--- config.mk ---
export PLATFORM = sky130hd
export DESIGN_NAME = mips_id_top
export DESIGN_NICKNAME = d
export VERILOG_FILES = /design/src/verilog/mips_id_pkg.sv /design/src/verilog/id_control.sv /design/src/verilog/register_file.sv /design/src/verilog/branch_unit.sv /design/src/verilog/operand_unit.sv /design/src/verilog/id_stage.sv /design/src/verilog/mips_id_top.sv
export VERILOG_INCLUDE_DIRS = /design/src /design/src/include
export SDC_FILE = /design/constraint.sdc
export NUM_CORES = 2
export LEC_CHECK = 0
export BUFFER_PORTS_ARGS = -buffer_cell sky130_fd_sc_hd__buf_2
export CAP_MARGIN = 10
export CORE_MARGIN = 2
export CORE_UTILIZATION = 32
export CTS_CLUSTER_DIAMETER = 120
export DETAILED_ROUTE_END_ITERATION = 10
export PLACE_DENSITY = 0.56
export SETUP_SLACK_MARGIN = 0.1
export SKIP_CTS_REPAIR_TIMING = 1
export SYNTH_ARGS = -nofsm -noshare
export SYNTH_HDL_FRONTEND = slang
export SYNTH_HIERARCHICAL = 1
export SYNTH_SLANG_ARGS = --single-unit
--- constraint.sdc ---
create_clock -name clk -period 3.98 [get_ports clk]
set_input_delay 0.199 -clock clk [delete_from_list [all_inputs] [get_ports clk]]
set_output_delay 0.199 -clock clk [all_outputs]
set_load 0.01 [all_outputs]
--- src/include/mips_id_settings.svh ---
// MIPS-I encodings only; REGIMM decode covers bltz and bgez, and the credit depth must fit credit_t.
`ifndef MIPS_ID_SETTINGS_SVH
`define MIPS_ID_SETTINGS_SVH

// Instruction field positions.
`define ID_OP_MSB   31
`define ID_OP_LSB   26
`define ID_RS_MSB   25
`define ID_RS_LSB   21
`define ID_RT_MSB   20
`define ID_RT_LSB   16
`define ID_IMM_MSB  15
`define ID_ADDR_MSB 25
`define ID_FN_MSB   5

// Primary opcodes.
`define OP_SPECIAL  6'h00
`define OP_REGIMM   6'h01
`define OP_J        6'h02
`define OP_JAL      6'h03
`define OP_BEQ      6'h04
`define OP_BNE      6'h05
`define OP_BLEZ     6'h06
`define OP_BGTZ     6'h07
`define OP_SLTI     6'h0a
`define OP_SLTIU    6'h0b
`define OP_ANDI     6'h0c
`define OP_ORI      6'h0d
`define OP_XORI     6'h0e
`define OP_LUI      6'h0f

// SPECIAL funct codes.
`define FN_JR       6'h08
`define FN_JALR     6'h09
`define FN_SLT      6'h2a
`define FN_SLTU     6'h2b

// Results that execute can hold before it must return a credit.
`define ID_CREDITS  4

`endif

--- src/verilog/mips_id_pkg.sv ---
// Types shared by the decode stage; widths follow the 32-bit MIPS-I architecture.
package mips_id_pkg;

    typedef logic [31:0] word_t;      // Data word or byte address.
    typedef logic [4:0]  reg_addr_t;
    typedef logic [15:0] imm16_t;
    typedef logic [25:0] jaddr_t;     // Word index of a j/jal target.

    // Must hold the full credit depth.
    typedef logic [2:0]  credit_t;

    // Source of the early data output.
    typedef enum logic [1:0] {
        DO_ZERO,
        DO_LINK,
        DO_LUI,
        DO_CMP
    } do_sel_t;

    // Comparator function; the zero tests ignore the B operand.
    typedef enum logic [2:0] {
        CMP_EQ,
        CMP_NE,
        CMP_LEZ,
        CMP_GTZ,
        CMP_LTZ,
        CMP_GEZ,
        CMP_LT
    } cmp_op_t;

    // Next-PC target form.
    typedef enum logic [1:0] {
        NPC_BRANCH,
        NPC_JUMP,
        NPC_REG
    } npc_sel_t;

endpackage

--- src/verilog/id_control.sv ---
// Combinational decode; unsupported opcodes fall to the default controls and never jump.
`timescale 1ns/1ps
`include "mips_id_settings.svh"

module id_control import mips_id_pkg::*; (
    input  word_t    inst,
    output cmp_op_t  cmp_op,
    output logic     cmp_imm,
    output logic     cmp_signed,
    output logic     ext_signed,
    output do_sel_t  do_sel,
    output npc_sel_t npc_sel,
    output logic     is_branch
);

    logic [5:0] opcode;
    logic [5:0] funct;

    assign opcode = inst[`ID_OP_MSB:`ID_OP_LSB];
    assign funct  = inst[`ID_FN_MSB:0];

    always_comb begin
        cmp_op     = CMP_EQ;
        cmp_imm    = 1'b0;
        cmp_signed = 1'b1;
        ext_signed = 1'b1;
        do_sel     = DO_ZERO;
        npc_sel    = NPC_BRANCH;
        is_branch  = 1'b0;
        case (opcode)
            `OP_SPECIAL: begin
                case (funct)
                    `FN_JR: npc_sel = NPC_REG;
                    `FN_JALR: begin
                        npc_sel = NPC_REG;
                        do_sel  = DO_LINK;
                    end
                    `FN_SLT: begin
                        cmp_op = CMP_LT;
                        do_sel = DO_CMP;
                    end
                    `FN_SLTU: begin
                        cmp_op     = CMP_LT;
                        cmp_signed = 1'b0;
                        do_sel     = DO_CMP;
                    end
                    default: ;
                endcase
            end
            `OP_REGIMM: begin
                // The low rt bit separates bgez from bltz.
                is_branch = 1'b1;
                cmp_op    = inst[`ID_RT_LSB] ? CMP_GEZ : CMP_LTZ;
            end
            `OP_J: npc_sel = NPC_JUMP;
            `OP_JAL: begin
                npc_sel = NPC_JUMP;
                do_sel  = DO_LINK;
            end
            `OP_BEQ: is_branch = 1'b1;
            `OP_BNE: begin
                is_branch = 1'b1;
                cmp_op    = CMP_NE;
            end
            `OP_BLEZ: begin
                is_branch = 1'b1;
                cmp_op    = CMP_LEZ;
            end
            `OP_BGTZ: begin
                is_branch = 1'b1;
                cmp_op    = CMP_GTZ;
            end
            `OP_SLTI: begin
                cmp_op  = CMP_LT;
                cmp_imm = 1'b1;
                do_sel  = DO_CMP;
            end
            `OP_SLTIU: begin
                cmp_op     = CMP_LT;
                cmp_imm    = 1'b1;
                cmp_signed = 1'b0;         // Immediate is still sign-extended.
                do_sel     = DO_CMP;
            end
            `OP_ANDI, `OP_ORI, `OP_XORI: ext_signed = 1'b0;
            `OP_LUI: do_sel = DO_LUI;
            default: ;
        endcase
    end

endmodule

--- src/verilog/register_file.sv ---
// Register zero is hardwired; a read of the register being written returns the write data.
`timescale 1ns/1ps

module register_file import mips_id_pkg::*; (
    input  logic      clk,
    input  logic      arst_n,
    input  reg_addr_t rs_addr,
    input  reg_addr_t rt_addr,
    input  logic      wb_en,
    input  reg_addr_t wb_addr,
    input  word_t     wb_data,
    output word_t     rs_val,
    output word_t     rt_val
);

    word_t regs [1:31];
    logic  wr_en;

    assign wr_en = wb_en && (wb_addr != 5'd0);

    always_ff @(posedge clk or negedge arst_n) begin
        if (!arst_n) begin
            for (int i = 1; i < 32; i++) begin
                regs[i] <= '0;
            end
        end else if (wr_en) begin
            regs[wb_addr] <= wb_data;
        end
    end

    // Decode reads the value that writeback commits at this same edge.
    always_comb begin
        if (rs_addr == 5'd0)
            rs_val = '0;
        else if (wr_en && (wb_addr == rs_addr))
            rs_val = wb_data;
        else
            rs_val = regs[rs_addr];
        if (rt_addr == 5'd0)
            rt_val = '0;
        else if (wr_en && (wb_addr == rt_addr))
            rt_val = wb_data;
        else
            rt_val = regs[rt_addr];
    end

endmodule

--- src/verilog/branch_unit.sv ---
// Branches resolve in decode without forwarding, so operands must already be in the register file.
`timescale 1ns/1ps

module branch_unit import mips_id_pkg::*; (
    input  word_t    rs_val,
    input  word_t    rt_val,
    input  word_t    imm_ext,
    input  word_t    pc4,
    input  jaddr_t   jaddr,
    input  cmp_op_t  cmp_op,
    input  logic     cmp_imm,
    input  logic     cmp_signed,
    input  npc_sel_t npc_sel,
    input  logic     is_branch,
    output logic     cmp_true,
    output logic     jump,
    output word_t    target
);

    word_t cmp_b;
    logic  rs_zero;
    logic  rs_neg;
    logic  lt_signed;
    logic  lt_unsigned;

    assign cmp_b       = cmp_imm ? imm_ext : rt_val;
    assign rs_zero     = (rs_val == '0);
    assign rs_neg      = rs_val[31];
    assign lt_signed   = $signed(rs_val) < $signed(cmp_b);
    assign lt_unsigned = rs_val < cmp_b;

    always_comb begin
        case (cmp_op)
            CMP_EQ:  cmp_true = (rs_val == cmp_b);
            CMP_NE:  cmp_true = (rs_val != cmp_b);
            CMP_LEZ: cmp_true = rs_neg | rs_zero;
            CMP_GTZ: cmp_true = !rs_neg && !rs_zero;
            CMP_LTZ: cmp_true = rs_neg;
            CMP_GEZ: cmp_true = !rs_neg;
            CMP_LT:  cmp_true = cmp_signed ? lt_signed : lt_unsigned;
            default: cmp_true = 1'b0;
        endcase
    end

    // Jumps are unconditional; only conditional branches consult the comparator.
    assign jump = is_branch ? cmp_true : (npc_sel != NPC_BRANCH);

    always_comb begin
        case (npc_sel)
            NPC_JUMP: target = {pc4[31:28], jaddr, 2'b00};
            NPC_REG:  target = rs_val;
            default:  target = pc4 + {imm_ext[29:0], 2'b00};   // Word offset from the delay slot.
        endcase
    end

endmodule

--- src/verilog/operand_unit.sv ---
// The link address skips the delay slot; DO is zero for anything without an early result.
`timescale 1ns/1ps

module operand_unit import mips_id_pkg::*; (
    input  imm16_t  imm,
    input  logic    ext_signed,
    input  word_t   pc4,
    input  logic    cmp_true,
    input  do_sel_t do_sel,
    output word_t   imm_ext,
    output word_t   do_val
);

    word_t link_addr;
    word_t lui_val;
    word_t cmp_word;

    assign imm_ext = ext_signed ? {{16{imm[15]}}, imm} : {16'h0000, imm};

    assign link_addr = pc4 + 32'd4;
    assign lui_val   = {imm, 16'h0000};
    assign cmp_word  = {31'd0, cmp_true};   // Set-less-than writes 0 or 1.

    always_comb begin
        case (do_sel)
            DO_LINK: do_val = link_addr;
            DO_LUI:  do_val = lui_val;
            DO_CMP:  do_val = cmp_word;
            default: do_val = '0;
        endcase
    end

endmodule

--- src/verilog/id_stage.sv ---
// Execute must return exactly one credit per result; a credit pulse with no result outstanding is ignored.
`timescale 1ns/1ps
`include "mips_id_settings.svh"

module id_stage import mips_id_pkg::*; (
    input  logic  clk,
    input  logic  arst_n,
    input  logic  in_valid,
    input  word_t in_inst,
    input  word_t rs_val,
    input  word_t rt_val,
    input  word_t imm_ext,
    input  word_t do_val,
    input  logic  jump,
    input  word_t target,
    input  logic  credit_return,
    output logic  in_ready,
    output logic  out_valid,
    output word_t out_inst,
    output word_t out_rs_val,
    output word_t out_rt_val,
    output word_t out_imm,
    output word_t out_do,
    output logic  out_jump,
    output word_t out_target
);

    credit_t credits;
    logic    accept;
    logic    credit_inc;

    assign in_ready   = (credits != '0);
    assign accept     = in_valid && in_ready;
    assign credit_inc = credit_return && (credits != credit_t'(`ID_CREDITS));

    always_ff @(posedge clk or negedge arst_n) begin
        if (!arst_n) begin
            credits <= credit_t'(`ID_CREDITS);
        end else begin
            case ({accept, credit_inc})
                2'b10:   credits <= credits - 3'd1;
                2'b01:   credits <= credits + 3'd1;
                default: credits <= credits;   // Idle, or a result and a credit cancel out.
            endcase
        end
    end

    // A free credit means execute has room, so the register never has to hold a result.
    always_ff @(posedge clk or negedge arst_n) begin
        if (!arst_n) begin
            out_valid <= 1'b0;
        end else begin
            out_valid <= accept;
        end
    end

    always_ff @(posedge clk) begin
        if (accept) begin
            out_inst   <= in_inst;
            out_rs_val <= rs_val;
            out_rt_val <= rt_val;
            out_imm    <= imm_ext;
            out_do     <= do_val;
            out_jump   <= jump;
            out_target <= target;
        end
    end

endmodule

--- src/verilog/mips_id_top.sv ---
// Decode stage top; there is no hazard detection, so writeback data must be ready at decode time.
`timescale 1ns/1ps
`include "mips_id_settings.svh"

module mips_id_top import mips_id_pkg::*; (
    input  logic      clk,
    input  logic      arst_n,
    input  logic      in_valid,
    input  word_t     in_inst,
    input  word_t     in_pc4,
    input  logic      wb_en,
    input  reg_addr_t wb_addr,
    input  word_t     wb_data,
    input  logic      credit_return,
    output logic      in_ready,
    output logic      out_valid,
    output word_t     out_inst,
    output word_t     out_rs_val,
    output word_t     out_rt_val,
    output word_t     out_imm,
    output word_t     out_do,
    output logic      out_jump,
    output word_t     out_target
);

    cmp_op_t  cmp_op;
    logic     cmp_imm;
    logic     cmp_signed;
    logic     ext_signed;
    do_sel_t  do_sel;
    npc_sel_t npc_sel;
    logic     is_branch;
    word_t    rs_val;
    word_t    rt_val;
    word_t    imm_ext;
    word_t    do_val;
    logic     cmp_true;
    logic     jump;
    word_t    target;

    id_control id_control_i (
        .inst(in_inst), .cmp_op(cmp_op), .cmp_imm(cmp_imm), .cmp_signed(cmp_signed),
        .ext_signed(ext_signed), .do_sel(do_sel), .npc_sel(npc_sel), .is_branch(is_branch)
    );

    register_file register_file_i (
        .clk(clk), .arst_n(arst_n),
        .rs_addr(in_inst[`ID_RS_MSB:`ID_RS_LSB]), .rt_addr(in_inst[`ID_RT_MSB:`ID_RT_LSB]),
        .wb_en(wb_en), .wb_addr(wb_addr), .wb_data(wb_data),
        .rs_val(rs_val), .rt_val(rt_val)
    );

    branch_unit branch_unit_i (
        .rs_val(rs_val), .rt_val(rt_val), .imm_ext(imm_ext), .pc4(in_pc4),
        .jaddr(in_inst[`ID_ADDR_MSB:0]), .cmp_op(cmp_op), .cmp_imm(cmp_imm),
        .cmp_signed(cmp_signed), .npc_sel(npc_sel), .is_branch(is_branch),
        .cmp_true(cmp_true), .jump(jump), .target(target)
    );

    operand_unit operand_unit_i (
        .imm(in_inst[`ID_IMM_MSB:0]), .ext_signed(ext_signed), .pc4(in_pc4),
        .cmp_true(cmp_true), .do_sel(do_sel), .imm_ext(imm_ext), .do_val(do_val)
    );

    id_stage id_stage_i (
        .clk(clk), .arst_n(arst_n), .in_valid(in_valid), .in_inst(in_inst),
        .rs_val(rs_val), .rt_val(rt_val), .imm_ext(imm_ext), .do_val(do_val),
        .jump(jump), .target(target), .credit_return(credit_return), .in_ready(in_ready),
        .out_valid(out_valid), .out_inst(out_inst), .out_rs_val(out_rs_val),
        .out_rt_val(out_rt_val), .out_imm(out_imm), .out_do(out_do),
        .out_jump(out_jump), .out_target(out_target)
    );

endmodule

Word level (Yosys, flattened, before mapping)
Index checks and enable logic that the tools add are counted.
{ "word_totals": {"reg_bits": 1189, "input_bits": 106, "elab_cells": 145} }
{ "op_classes": {"add_sub_neg": 4, "n_lt_le_gt_ge": 6, "eq_ne": 35, "n_mux": 32, "bitwise": 4, "n_reduce_logical": 24} }
{ "op_table": {"columns": ["operator", "n"], "rows": [
  ["$bwmux 992", 1],
  ["$mux 32", 11],
  ["$bmux 32 s5", 2],
  ["$demux 32 s5", 1],
  ["$pmux 32 s3", 1],
  ["$lt 32x32->1", 2],
  ["$pmux 32 s2", 1],
  ["$eq 6x4->1 const B", 8],
  ["$add 32x3->32 const B", 1],
  ["$add 32x32->32", 1],
  ["$eq 32x32->1", 1],
  ["$logic_not 32->1", 1],
  ["$ne 32x32->1", 1],
  ["$eq 6x3->1 const B", 4],
  ["$ge 6x6->1 const B", 3],
  ["$not 5->6", 3],
  ["$pmux 3 s6", 1],
  ["$eq 6x2->1 const B", 2],
  ["$eq 6x6->1 const B", 2],
  ["$eq 5x5->1", 2],
  ["$logic_not 5->1", 2],
  ["$eq 3x3->1 const B", 3],
  ["$eq 2x2->1 const B", 4],
  ["$pmux 2 s2", 2],
  ["26 further kinds", 45]
]} }

Depth between registers and ports, before layout
{ "logic_depth": {"word_depth": 11, "depth_mapped": 22, "depth_no_buf": 18} }

Hierarchy
The synthesis kept the hierarchy.
{ "modules_own_cells": {"columns": ["module", "instances", "cells_per_inst", "area_each_um2"], "rows": [
  ["register_file", 1, 3615, 53659.0],
  ["id_stage", 1, 210, 6007.0],
  ["branch_unit", 1, 445, 3230.6],
  ["operand_unit", 1, 197, 1257.5],
  ["id_control", 1, 33, 220.2]
]} }

Worst setup path before layout
OpenSTA, ideal clock, no wires.
{ "synth_timing": {"path_kind": "in2reg", "from": "input port in_inst[23]", "to": "register id_stage_i.out_do[0] (data pin)", "setup_ns": 0.140, "arrival_ns": 3.827, "setup_slack_ns": 0.014, "cell_stages": 18, "n_path_buf": 3, "cell_sequence": "buf_2 -> buf_2 -> buf_1 -> mux4_2 -> mux2i_1 -> nor2_1 -> a2111oi_0 -> nor2_1 -> ha_1 -> nand4_1 -> nor4_1 -> nand2_1 -> o21bai_1 -> a31o_1 -> a311o_1 -> a31oi_1 -> mux2i_1 -> nor2b_1"} }
{ "synth_via": {"elab_chain_cells": 11, "word_cells_on_any_way": 21, "classes_between": "order compare: 2; eq/ne: 3; mux: 8; bitwise: 2; reduce/logical: 6"} }
{ "synth_lines": {"columns": ["element", "line_no", "source"], "rows": [
  ["start: declaration", "mips_id_top.sv:9", "input word_t in_inst,"],
  ["$not 5->6 (implied by the code)", "register_file.sv:38", "rs_val = regs[rs_addr];"],
  ["$bmux 32 s5", "register_file.sv:38", null],
  ["$mux 32 (implied by the code) (2 in series)", "register_file.sv:38", null],
  ["$mux 32", "register_file.sv:35", "else if (wr_en && (wb_addr == rs_addr))"],
  ["$mux 32 *", "register_file.sv:33", "if (rs_addr == 5'd0)"],
  ["via rs_val[30]", "mips_id_top.sv:33", "word_t rs_val;"],
  ["parallel branches: the longest is 3 deep, another holds $lt 32x32->1", null, null],
  ["$pmux 1 s7 *", "branch_unit.sv:33", "case (cmp_op)"],
  ["via cmp_true", "mips_id_top.sv:37", "logic cmp_true;"],
  ["$pmux 32 s3 *", "operand_unit.sv:25", "case (do_sel)"],
  ["via do_val[0]", "mips_id_top.sv:36", "word_t do_val;"],
  ["end signal: assignment", "id_stage.sv:63", "out_do <= do_val;"],
  ["end: declaration", "id_stage.sv:23", "output word_t out_do,"]
]} }
Mark *: on every way through the listed nets, which the timed path passes. The select of a mux whose other input is x is not followed.
A chain may end at the register's enable or synchronous reset.

Worst setup path in the final report
{ "layout_timing": {"from": "register register_file_i/regs[24] (netlist bit)", "to": "register id_stage_i.out_do[0] (data pin)"} }
{ "layout_via": {"elab_chain_cells": 10, "word_cells_on_any_way": 22, "classes_between": "order compare: 2; eq/ne: 2; mux: 14; bitwise: 1; reduce/logical: 3"} }
{ "layout_lines": {"columns": ["element", "line_no", "source"], "rows": [
  ["start: declaration", "register_file.sv:16", "word_t regs [1:31];"],
  ["start signal: indexed assignment", "register_file.sv:27", "regs[wb_addr] <= wb_data;"],
  ["$bmux 32 s5 *", "register_file.sv:38", null],
  ["$mux 32 (implied by the code) * (2 in series)", "register_file.sv:38", null],
  ["$mux 32 *", "register_file.sv:35", null],
  ["$mux 32 *", "register_file.sv:33", null],
  ["via rs_val[24]", "mips_id_top.sv:33", null],
  ["parallel branches: the longest is 3 deep, another holds $lt 32x32->1", null, null],
  ["$pmux 1 s7 *", "branch_unit.sv:33", null],
  ["via cmp_true", "mips_id_top.sv:37", null],
  ["$pmux 32 s3 *", "operand_unit.sv:25", null],
  ["via do_val[0]", "mips_id_top.sv:36", null]
]} }
Marked as above.

==> results.json <==
{
  "crit_type": "flip-flop to flip-flop",
  "routedWlPerCell_um": 29.2,
  "dieArea_sq_um": 205000,
  "critPathLaunchType": "flip-flop",
  "io_pins": 301,
  "violations": "negative hold slack, negative setup slack",
  "synth_cells": 4500,
  "coreArea_sq_um": 200000,
  "relSlewSlack": 0.309,
  "grt_pass1_vias": 46200,
  "rr_worst_depth": 16,
  "cts_root_buf": "clkbuf_16",
  "cts_buffers": 136,
  "fin_crit_ns": 4.32,
  "outcome": "finished, violations left",
  "area_delta_synth_final_pct": 23.6,
  "clk_pin_slew_ns": 0.06,
  "arrival_ns": 4.98,
  "ys_seq_area_frac": 0.477,
  "synth_cell_types": 94,
  "hold_slack_ns": -0.00846,
  "fmax_mhz": 231,
  "end_kind": "flip-flop",
  "fin_area_sq_um": 79600,
  "place_ws_ns": -1.24,
  "place_hpwl_mm": 162,
  "p_leak_nw": 34.0,
  "ys_warn_count": 6,
  "drt_iter0_markers": 4854,
  "gp_congestion": 0.924,
  "chipHeight_um": 453,
  "avgSynthCellArea_sq_um": 14.3,
  "hold_path_depth": 4,
  "skew_ns": 0.0279,
  "reg2reg_slack_ns": -0.34,
  "final_max_slew_viol_count": 0,
  "placed_area_sq_um": 74000,
  "synth_edf_count": 193,
  "synth_ff_type": "dfrtp_1",
  "drc": 0,
  "io_buffers": 300,
  "clockBufferDepth": 3,
  "final_common_cell": "mux2_2",
  "p_per_area_nw_per_um2": 492,
  "initial_core_util": 0.322,
  "ys_seq_elements": 1189,
  "instances_no_fill": 8064,
  "insertion_delay_ns": 0.79,
  "rsz0062_at_grt": "yes",
  "routed_wl_mm": 235,
  "die_w_um": 453,
  "grt_max_degree": 104,
  "final_util": 0.398,
  "cts_tree": "done",
  "antenna_found_initial": 30,
  "syn-num-nets": 4675,
  "dp.cells": 7728,
  "maxCapViolCount": 0,
  "r2r_start": "register_file_i/regs[24]",
  "finalHoldViolCount": 1,
  "cp_data_required_time_ns": 4.64,
  "core.rowCount": 164,
  "syn_area_sq_um": 64400,
  "synthArstFlopShare": 0.838,
  "crit_end": "id_stage_i/out_do[0]",
  "hp-start": "credit_return",
  "rr_endpoint": "id_stage_i/out_do[0]",
  "cts.sinks": 1189,
  "grt_pass1_wl_mm": 338,
  "cp_max_fo": 3,
  "vias": 45800,
  "postRouteAntennaNets": 0,
  "first_pass_iters": 6,
  "setup_viol_count_final": 2,
  "peakVddDrop_mv": 0.485,
  "drive_above_1_share": 0.531,
  "finalPower_mw": 39.2,
  "layout_common_cells": "1,038 x mux2_2, 995 x dfrtp_1, 647 x buf_4",
  "period_share": 1.09,
  "setup_ws_ns": -0.342,
  "crit_start": "register_file_i/regs[24]",
  "setup-tns-final_ns": -0.593,
  "cts_htree_levels": 4,
  "tightest_slew_ns": 1.04,
  "hp-class": "primary input to flip-flop",
  "nNetsFinal": 5464,
  "overflow": 0,
  "grt_usage": 0.226,
  "avgViaCountPerCell": 5.69
}
-- cell families (layout without fill, tap and decap cells) --
logic type                 Yosys count  count (layout)  synth area share
AOI/OAI and AO/OA                  519             519            0.0548
xor gates and xnor gates            54              54           0.00735
adders and majority gates           69              69            0.0136
buffers and inverters              505            1401            0.0368
DFF                               1189            1189             0.477
muxes                             1653            1653             0.370
other                                0              12                 0
and+or+nand+nor                    511             511            0.0406
-- final cells by class --
class | instances | area [sq um]
flip-flops and latches | 1189 | 30700
inverters | 44 | 173
clock inverters | 50 | 541
multi-input cells | 2806 | 31700
fillers | 18600 | 120000
repair buffers | 1112 | 9020
well taps | 2656 | 3320
diodes | 12 | 30.0
clock buffers | 195 | 4040
-- flip-flops by register name (all words and copies together), names as in the netlist --
| name | count |
|---|---|
| register_file_i/regs | 992 |
| id_stage_i/out_do | 32 |
| id_stage_i/out_imm | 32 |
| id_stage_i/out_inst | 32 |
| id_stage_i/out_rs_val | 32 |
| id_stage_i/out_rt_val | 32 |
| id_stage_i/out_target | 32 |
| id_stage_i/credits | 3 |
| id_stage_i/out_jump | 1 |
| id_stage_i/out_valid | 1 |
-- synth_stat cells, drive strengths merged, types with 8 or more instances --
cell    number  area (sq um)
o221ai      19           166
inv         28           105
mux2      1040         11700
nand4       31           206
a21o        22           165
dfrtp      995         24900
and4         8          70.1
and2         8          50.1
nor4        29           224
a31oi       21           131
nand2b      11          68.8
nor2       114           428
nor3        48           252
xor2        32           280
o211ai      20           150
a22o        18           158
nor2b       46           288
o21ai       76           380
xnor2       22           193
nand2      141           532
mux2i      138          1380
and3         9          56.3
nand3       33           165
a21oi      148           748
clkinv      16          60.1
o22ai       30           188
clkbuf     228           856
a221oi      71           622
ha          67           838
a221o       23           230
buf        233          1350
a211oi      21           163
mux4       475         10700
edfxtp     193          5800
-- worst max-delay path: stages (launching register included) --
cell and delay, ns:
dfrtp_1 0.38, mux4_2 0.47, mux2i_1 0.29, o22ai_1 0.22
a31oi_1 0.24, a21oi_2 0.16, ha_1 0.33, nand4_1 0.18
nor4_4 0.44, buf_4 0.19, nand2_1 0.08, o21bai_2 0.21
a31o_1 0.22, a311o_1 0.35, a31oi_4 0.21, mux2i_1 0.10
nor2b_1 0.12
-- how the worst min path moves through the flow --
stage,slack [ns],end
after floorplan,-0.1,id_stage_i/credits[0]
after global placement,0.27,register_file_i/regs[183]
after detailed placement,0.28,register_file_i/regs[183]
after CTS,-0.60,register_file_i/regs[183]
after global routing,0.003,id_stage_i/out_rt_val[28]
final,-0.008,id_stage_i/credits[0]
-- metal layers --
| metal | up-vias | global-route usage | wire length [um] |
|---|---|---|---|
| met1 | 24300 | 0.308 | 99700 |
| met4 | 20 | 0.0848 | 9100 |
| li1 | 19000 | - | - |
| met2 | 2060 | 0.348 | 107000 |
| met3 | 448 | 0.0531 | 19700 |
| met5 | - | 0 | 131 |
-- power by group --
| group | switching, mW | internal [mW] |
|---|---|---|
| clock | 5.35 | 7.59 |
| sequential | 1.59 | 14.9 |
| combinational | 4.33 | 5.38 |
| total | 11.3 | 27.9 |
Note: power is estimated with default switching activity, not from simulation.
